## src/hdl/simf_config.svh

```systemverilog
`ifndef SIMF_CONFIG_SVH
`define SIMF_CONFIG_SVH

// Lane operand width
`define SIMF_DATA_W 32

// Opcode field, bits 11:0 of the instruction
`define SIMF_OP_W 12

// Result queue entries, equal to the issuer's starting credits
`define SIMF_QUEUE_DEPTH 4

// Credits granted by the consumer at reset
`define SIMF_OUT_CREDITS 2

`endif
```

## src/hdl/simf_pipe_pkg.sv

```systemverilog
`include "simf_config.svh"

package simf_pipe_pkg;

   // One lane data word
   typedef logic [`SIMF_DATA_W-1:0] simf_word_t;

   // Output credit count, wide enough for the reset grant
   typedef logic [2:0] simf_credit_t;

   // Result queue index
   typedef logic [$clog2(`SIMF_QUEUE_DEPTH)-1:0] simf_ptr_t;

endpackage

```

## src/hdl/simf_isa_pkg.sv

```systemverilog
`include "simf_config.svh"

package simf_isa_pkg;

   // Format field, bits 31:24 of the instruction
   typedef enum logic [7:0]
   {
      FMT_VOP1  = 8'd1,
      FMT_VOP2  = 8'd2,
      FMT_VOPC  = 8'd3,
      FMT_VOP3A = 8'd4
   } simf_fmt_e;

   typedef logic [`SIMF_OP_W-1:0] simf_opcode_t;

   // Compare conditions as encoded in the low opcode bits
   typedef enum logic [3:0]
   {
      COND_F   = 4'd0,
      COND_LT  = 4'd1,
      COND_EQ  = 4'd2,
      COND_LE  = 4'd3,
      COND_GT  = 4'd4,
      COND_LG  = 4'd5,
      COND_GE  = 4'd6,
      COND_NGE = 4'd9,  // 7 and 8 are not assigned
      COND_NLG = 4'd10,
      COND_NGT = 4'd11,
      COND_NLE = 4'd12,
      COND_NEQ = 4'd13,
      COND_NLT = 4'd14,
      COND_TRU = 4'd15
   } simf_cond_e;

   // What the execute stage does with an item
   typedef enum logic [1:0]
   {
      KIND_NOP = 2'd0,
      KIND_CMP = 2'd1,
      KIND_MAX = 2'd2
   } simf_kind_e;

   // V_MAX_F32 in VOP2
   localparam simf_opcode_t SIMF_OP_MAX = simf_opcode_t'('h010);

endpackage

```

## src/hdl/simf_alu.sv

```systemverilog
module simf_alu
   import simf_isa_pkg::*, simf_pipe_pkg::*;
   (
   input  logic        clk,
   input  logic        arst_n_i,
   input  logic        issue_valid_i,
   input  logic [31:0] instr_i,
   input  simf_word_t  src_a_i,
   input  simf_word_t  src_b_i,
   input  logic        vcc_i,
   input  logic        exec_i,
   output logic        in_credit_o,
   output logic        result_valid_o,
   output simf_word_t  vgpr_data_o,
   output logic        vgpr_we_o,
   output logic        vcc_o,
   input  logic        out_credit_i
   );

   logic       dec_valid;
   simf_kind_e dec_kind;
   simf_cond_e dec_cond;
   simf_word_t dec_src_a;
   simf_word_t dec_src_b;
   logic       dec_vcc;

   logic       ex_valid;
   simf_word_t ex_data;
   logic       ex_we;
   logic       ex_vcc;

   simf_decode decode_i
      (
      .clk           (clk),
      .arst_n_i      (arst_n_i),
      .issue_valid_i (issue_valid_i),
      .instr_i       (instr_i),
      .src_a_i       (src_a_i),
      .src_b_i       (src_b_i),
      .vcc_i         (vcc_i),
      .exec_i        (exec_i),
      .valid_o       (dec_valid),
      .kind_o        (dec_kind),
      .cond_o        (dec_cond),
      .src_a_o       (dec_src_a),
      .src_b_o       (dec_src_b),
      .vcc_o         (dec_vcc)
      );

   simf_execute execute_i
      (
      .clk      (clk),
      .arst_n_i (arst_n_i),
      .valid_i  (dec_valid),
      .kind_i   (dec_kind),
      .cond_i   (dec_cond),
      .src_a_i  (dec_src_a),
      .src_b_i  (dec_src_b),
      .vcc_i    (dec_vcc),
      .valid_o  (ex_valid),
      .data_o   (ex_data),
      .we_o     (ex_we),
      .vcc_o    (ex_vcc)
      );

   simf_result result_i
      (
      .clk            (clk),
      .arst_n_i       (arst_n_i),
      .valid_i        (ex_valid),
      .data_i         (ex_data),
      .we_i           (ex_we),
      .vcc_i          (ex_vcc),
      .out_credit_i   (out_credit_i),
      .result_valid_o (result_valid_o),
      .vgpr_data_o    (vgpr_data_o),
      .vgpr_we_o      (vgpr_we_o),
      .vcc_o          (vcc_o),
      .in_credit_o    (in_credit_o)
      );

endmodule

```

## src/hdl/simf_result.sv

```systemverilog
`include "simf_config.svh"

module simf_result
   import simf_pipe_pkg::*;
   (
   input  logic       clk,
   input  logic       arst_n_i,
   input  logic       valid_i,
   input  simf_word_t data_i,
   input  logic       we_i,
   input  logic       vcc_i,
   input  logic       out_credit_i,
   output logic       result_valid_o,
   output simf_word_t vgpr_data_o,
   output logic       vgpr_we_o,
   output logic       vcc_o,
   output logic       in_credit_o
   );

   simf_word_t data_mem [`SIMF_QUEUE_DEPTH];
   logic       we_mem   [`SIMF_QUEUE_DEPTH];
   logic       vcc_mem  [`SIMF_QUEUE_DEPTH];

   simf_ptr_t    wr_ptr_q;
   simf_ptr_t    rd_ptr_q;
   simf_credit_t credit_q;
   logic [$clog2(`SIMF_QUEUE_DEPTH):0] count_q;
   logic         send;

   assign send = (count_q != '0) && (credit_q != '0);

   always_ff @(posedge clk or negedge arst_n_i)
   begin
      if (!arst_n_i)
      begin
         wr_ptr_q       <= '0;
         rd_ptr_q       <= '0;
         count_q        <= '0;
         credit_q       <= simf_credit_t'(`SIMF_OUT_CREDITS);
         result_valid_o <= 1'b0;
         vgpr_we_o      <= 1'b0;
         in_credit_o    <= 1'b0;
      end
      else
      begin
         if (valid_i)
            wr_ptr_q <= wr_ptr_q + 1'b1;
         if (send)
            rd_ptr_q <= rd_ptr_q + 1'b1;
         case ({valid_i, send})
            2'b10   : count_q <= count_q + 1'b1;
            2'b01   : count_q <= count_q - 1'b1;
            default : count_q <= count_q;
         endcase
         case ({out_credit_i, send})
            2'b10   : credit_q <= credit_q + 1'b1;
            2'b01   : credit_q <= credit_q - 1'b1;
            default : credit_q <= credit_q;
         endcase
         result_valid_o <= send;
         vgpr_we_o      <= send && we_mem[rd_ptr_q];
         in_credit_o    <= send; // Freed slot back to issuer
      end
   end

   always_ff @(posedge clk)
   begin
      if (valid_i)
      begin
         data_mem[wr_ptr_q] <= data_i;
         we_mem[wr_ptr_q]   <= we_i;
         vcc_mem[wr_ptr_q]  <= vcc_i;
      end
      if (send)
      begin
         vgpr_data_o <= data_mem[rd_ptr_q];
         vcc_o       <= vcc_mem[rd_ptr_q];
      end
   end

   // Issue credits must keep the queue from overflowing
   a_no_overflow: assert property (@(posedge clk) disable iff (!arst_n_i)
      valid_i |-> (count_q != `SIMF_QUEUE_DEPTH));

   a_credit_max: assert property (@(posedge clk) disable iff (!arst_n_i)
      credit_q <= `SIMF_OUT_CREDITS);

endmodule

```

## src/hdl/simf_execute.sv

```systemverilog
module simf_execute
   import simf_isa_pkg::*, simf_pipe_pkg::*;
   (
   input  logic       clk,
   input  logic       arst_n_i,
   input  logic       valid_i,
   input  simf_kind_e kind_i,
   input  simf_cond_e cond_i,
   input  simf_word_t src_a_i,
   input  simf_word_t src_b_i,
   input  logic       vcc_i,
   output logic       valid_o,
   output simf_word_t data_o,
   output logic       we_o,
   output logic       vcc_o
   );

   logic       lt;
   logic       eq;
   logic       gt;
   logic       cmp;
   simf_word_t max;

   // Unsigned word compares
   assign lt  = src_a_i < src_b_i;
   assign eq  = src_a_i == src_b_i;
   assign gt  = src_a_i > src_b_i;
   assign max = (src_a_i >= src_b_i) ? src_a_i : src_b_i;

   always_comb
   begin
      case (cond_i)
         COND_F   : cmp = 1'b0;
         COND_LT  : cmp = lt;
         COND_EQ  : cmp = eq;
         COND_LE  : cmp = lt | eq;
         COND_GT  : cmp = gt;
         COND_LG  : cmp = !eq;
         COND_GE  : cmp = !lt;
         COND_NGE : cmp = lt;
         COND_NLG : cmp = eq;
         COND_NGT : cmp = !gt;
         COND_NLE : cmp = gt;
         COND_NEQ : cmp = !eq;
         COND_NLT : cmp = !lt;
         COND_TRU : cmp = 1'b1;
         default  : cmp = vcc_i; // Filtered out by decode
      endcase
   end

   always_ff @(posedge clk or negedge arst_n_i)
   begin
      if (!arst_n_i)
         valid_o <= 1'b0;
      else
         valid_o <= valid_i;
   end

   always_ff @(posedge clk)
   begin
      if (valid_i)
      begin
         data_o <= (kind_i == KIND_MAX) ? max : '0;
         we_o   <= (kind_i == KIND_MAX);
         vcc_o  <= (kind_i == KIND_CMP) ? cmp : vcc_i; // Compare replaces VCC
      end
   end

   // Decode only ever issues the three defined kinds
   a_kind_known: assert property (@(posedge clk) disable iff (!arst_n_i)
      valid_i |-> (kind_i inside {KIND_NOP, KIND_CMP, KIND_MAX}));

endmodule

```

## src/hdl/simf_decode.sv

```systemverilog
module simf_decode
   import simf_isa_pkg::*, simf_pipe_pkg::*;
   (
   input  logic        clk,
   input  logic        arst_n_i,
   input  logic        issue_valid_i,
   input  logic [31:0] instr_i,
   input  simf_word_t  src_a_i,
   input  simf_word_t  src_b_i,
   input  logic        vcc_i,
   input  logic        exec_i,
   output logic        valid_o,
   output simf_kind_e  kind_o,
   output simf_cond_e  cond_o,
   output simf_word_t  src_a_o,
   output simf_word_t  src_b_o,
   output logic        vcc_o
   );

   simf_fmt_e    fmt;
   simf_opcode_t opcode;
   simf_kind_e   kind;
   logic         is_cmp_fmt;
   logic         cond_known;

   assign fmt    = simf_fmt_e'(instr_i[31:24]);
   assign opcode = instr_i[$bits(simf_opcode_t)-1:0];

   assign is_cmp_fmt = (fmt == FMT_VOPC) || (fmt == FMT_VOP3A);
   assign cond_known = (opcode[$bits(simf_opcode_t)-1:4] == '0) &&
                       (opcode[3:0] != 4'd7) && (opcode[3:0] != 4'd8);

   always_comb
   begin
      kind = KIND_NOP; // Disabled lane or unknown op
      if (exec_i)
      begin
         if (is_cmp_fmt && cond_known)
            kind = KIND_CMP;
         else if ((fmt == FMT_VOP2) && (opcode == SIMF_OP_MAX))
            kind = KIND_MAX;
      end
   end

   always_ff @(posedge clk or negedge arst_n_i)
   begin
      if (!arst_n_i)
         valid_o <= 1'b0;
      else
         valid_o <= issue_valid_i;
   end

   always_ff @(posedge clk)
   begin
      if (issue_valid_i)
      begin
         kind_o  <= kind;
         cond_o  <= simf_cond_e'(opcode[3:0]); // Only read for CMP
         src_a_o <= src_a_i;
         src_b_o <= src_b_i;
         vcc_o   <= vcc_i;
      end
   end

endmodule

```

## config.mk

```make
export PLATFORM = sky130hd
export DESIGN_NAME = simf_alu
export DESIGN_NICKNAME = d
export VERILOG_FILES = /design/src/hdl/simf_pipe_pkg.sv /design/src/hdl/simf_isa_pkg.sv /design/src/hdl/simf_alu.sv /design/src/hdl/simf_result.sv /design/src/hdl/simf_execute.sv /design/src/hdl/simf_decode.sv
export VERILOG_INCLUDE_DIRS = /design/src /design/src/hdl
export SDC_FILE = /design/constraint.sdc
export NUM_CORES = 1
export LEC_CHECK = 0
export BUFFER_PORTS_ARGS = -buffer_cell sky130_fd_sc_hd__buf_2
export CORE_MARGIN = 10
export CORE_UTILIZATION = 58
export CTS_CLUSTER_DIAMETER = 40
export CTS_CLUSTER_SIZE = 14
export DETAILED_ROUTE_END_ITERATION = 16
export GPL_ROUTABILITY_DRIVEN = 0
export PLACE_DENSITY = 0.87
export SETUP_SLACK_MARGIN = 0.2
export SLEW_MARGIN = 20
export SYNTH_ARGS = -nofsm -noshare
export SYNTH_HDL_FRONTEND = slang
export SYNTH_HIERARCHICAL = 1
export SYNTH_SLANG_ARGS = --single-unit
export TNS_END_PERCENT = 10
```

## constraint.sdc

```tcl
create_clock -name clk -period 3.1 [get_ports clk]
set_input_delay 0.465 -clock clk [delete_from_list [all_inputs] [get_ports clk]]
set_output_delay 0.465 -clock clk [all_outputs]
set_load 0.01 [all_outputs]
```

==> results.md <==
* # IOs at 138
* CP Class: flip-flop to flip-flop
* Mapped Cells at 642
* Largest net degree at the start of global routing at 73
* WL/cell at 22.7 um
* Hold_sp: src_a_i[0]
* Yosys top cell by area: edfxtp_1
* Total CTS buffers at 34
* Share of cells above drive strength 1 at 0.346
* Global-route wire length before repair at 39100 um
* TritonRoute pass-1 iters at 7
* XOR/XNOR Fraction of Synth Area at 0.00651
* Clock latency on the worst-skew pair at 0.50 ns
* Worst Hold Path Cells at 1
* Finished Cell Area at 13800 um2
* YS warnings at 6
* PD cells at 880 nW/um2
* Core outline area at 19700 um2
* Mapped cell area at 11700 um2
* Via count of the routed design at 6481
* RSZ-0062 raised after global routing: false
* Worst Setup Start Kind: flip-flop
* Final Max Tran Viols at 0
* Placed Cells at 1023
* Number of inserted diodes at 0
* DP Area at 12700 um2
* Hold Vio Cnt, Final at 0
* Die Span X at 162 um
* Post-synthesis simple-gate area fraction at 0.0515
* Worst Tran Pin Value at 0.755 ns
* CTS H-Tree Depth at 2
* Min cycle time layout at 2.80 ns
* Final Setup Violations at 0
* Antenna Nets Post-Route at 0
* Pwr Total at 12.1 mW
* Synth unique cells at 63
* P_leak at 5.10 nW
* GRT Overall Usage at 0.190
* Setup TNS at 0 ns
* Wirelength, routed at 24600 um
* Initial Util at 0.596
* Status: finished, final reports clean
* EDFF count, synth at 274
* DRC at 0
* Main combinational cell family by area after synthesis: compound AO/OA/AOI/OAI gates
* DIE AREA at 26300 um2
* Synthesized Nets at 783
* Worst hold path class: input port to flip-flop
* Initial antenna violation count at 0
* IO Port Bufs at 125
* Worst setup startpoint: decode_i/src_a_o[30]
* Worst rel slew slack at 0.496
* Area delta synth->final at 17.6%
* Initial DRC count at 698
* Vias in the first global route at 7056
* Async SR Flop Fraction at 0.0486
* MaxCap Viol Count at 0
* Root Buffer: clkbuf_16
* Reg-to-Reg Start: decode_i/src_a_o[30]
* # clock sinks at 288
* Maximum root-to-sink buffer count at 3
* Post-Synth Adder-Cell Area at 0.0429
* FMAX at 0.357 GHz
* Worst vdd ir at 0.491 mV
* Fill cell count at 1189
* Most common flop cell mapped by yosys: edfxtp_1
* Seq/Total Area, Yosys at 0.732
* Row count at 51
* Synth Area in Compound Gates at 0.0703
* Die height at 162 um
* Post-cts resize count at 0
* Layout Nets at 936
* Top cell type's share of synthesized area at 0.702
* Critical Path AT at 3.09 ns
* Worst Path Max Fanout at 12
* Worst Path Required at 3.39 ns
* Worst-path clk slew at 0.06 ns
* CTS tree: built
* Post-synthesis mux area share at 0.0670
* Commonest cells post-synth: edfxtp_1 (274), inv_1 (40), nand3_1 (38), ha_1 (37), mux4_2 (34)
* Top cells by area, synth: edfxtp_1 (70%), mux4_2 (6.5%), ha_1 (3.9%)
* Hpwl dp at 15400 um
* Non-Filler Instances at 1084
* Post-synthesis register bit count at 288
* Tcrit/Tclk final at 0.903
* Register-to-Register Path Depth at 8
* Vias per std cell at 5.98
* Final core utilization at 0.701
* Mapped Avg Cell Area at 18.3 um2
* Most numerous cell in the Yosys netlist: edfxtp_1
* Crit end category: flip-flop
* Skew final at 0.0155 ns
* Grt total ovfl at 0
[kinds of logic after synthesis]
logic type,count (synthesis)
and+or+nand+nor,100
adders and majority gates,39
xor gates and xnor gates,7
buffers and inverters,66
DFF,288
AOI/OAI and AO/OA,106
muxes,36
[path summary, 6_finish.rpt]
path | to | slack, ns
max | execute_i/data_o[26] | 0.30
min | decode_i/src_a_o[0] | 0.14
max reg2reg | execute_i/data_o[26] | 0.30
min reg2reg | result_i/data_mem[0][28] | 0.50
max in group asynchronous | result_i/credit_q[1] | 2.40
min in group asynchronous | decode_i/valid_o | 0.41
[layout by cell type (no fill, tap or decap), types with 4 or more instances in the layout]
cell	instances
a21boi_2	30
a21oi_1	16
and2_1	4
buf_2	125
buf_4	14
clkbuf_1	5
clkbuf_16	35
clkinv_2	5
clkinvlp_4	4
dfrtp_1	12
edfxtp_1	274
ha_1	37
inv_1	40
inv_6	4
mux4_2	34
nand2_1	13
nand3_1	38
nor2_1	6
nor3_1	5
nor4_1	4
o21a_1	4
o21ai_0	7
o21ai_1	26
o21ai_2	4
or3_1	4
xor2_1	4
[metrics by stage]
| step | hold slack, ns | setup slack [ns] |
|---|---|---|
| 2_1_floorplan | 0.169 | 0.236 |
| 3_3_place_gp | 0.372 | 0.418 |
| 3_5_place_dp | 0.386 | 0.394 |
| 4_1_cts | 0.121 | 0.363 |
| 5_1_grt | 0.125 | 0.217 |
| 6_report | 0.136 | 0.299 |
[state kept, by name (all words and copies together) (netlist names), 2 cells and up]
signal / count
decode_i/src_b_o: 32
decode_i/src_a_o: 32
result_i/vgpr_data_o: 32
result_i/we_mem: 4
result_i/rd_ptr_q: 2
decode_i/kind_o: 2
result_i/credit_q: 3
result_i/count_q: 3
result_i/vcc_mem: 4
decode_i/cond_o: 4
result_i/wr_ptr_q: 2
execute_i/data_o: 32
result_i/data_mem: 128
[repair_timing]
item / in CTS / in global routing
hold buffers: 1 / 0
endpoints found under the setup margin: 0 / 0
setup buffers: 0 / 0
endpoints found under the hold margin: 13 / 0
[layout make-up]
class	instances	area [um2]	area share
Clock buffer	41	908	0.0659
Multi-Input combinational cell	288	2810	0.203
Timing Repair Buffer	143	801	0.0581
Clock inverter	19	209	0.0152
Tap cell	265	332	0.0241
Inverter	40	150	0.0109
Sequential cell	288	8580	0.622
[where the power goes]
group | internal, mW | total, mW | switching (mW)
clock network | 2.37 | 3.88 | 1.51
logic | 1.11 | 2.58 | 1.46
registers | 5.30 | 5.68 | 0.376
[critical path, cell delays in order, from the launching register on]
cell      delay (ns)
edfxtp_1        0.42
ha_1            0.39
a21oi_1         0.17
nand2_1         0.10
a221oi_1        0.40
o211a_1         0.45
buf_4           0.28
nand3_1         0.10
a21boi_0        0.27
[per-layer routing]
metal | vias up | track usage | part of all wire
li1 | 2842 | - | -
met2 | 384 | 0.316 | 0.51
met3 | 68 | 0.0427 | 0.078
met4 | 0 | 0.0959 | 0.033
met5 | - | 0 | 0
met1 | 3187 | 0.229 | 0.38
Note: power is estimated with default switching activity, not from simulation.
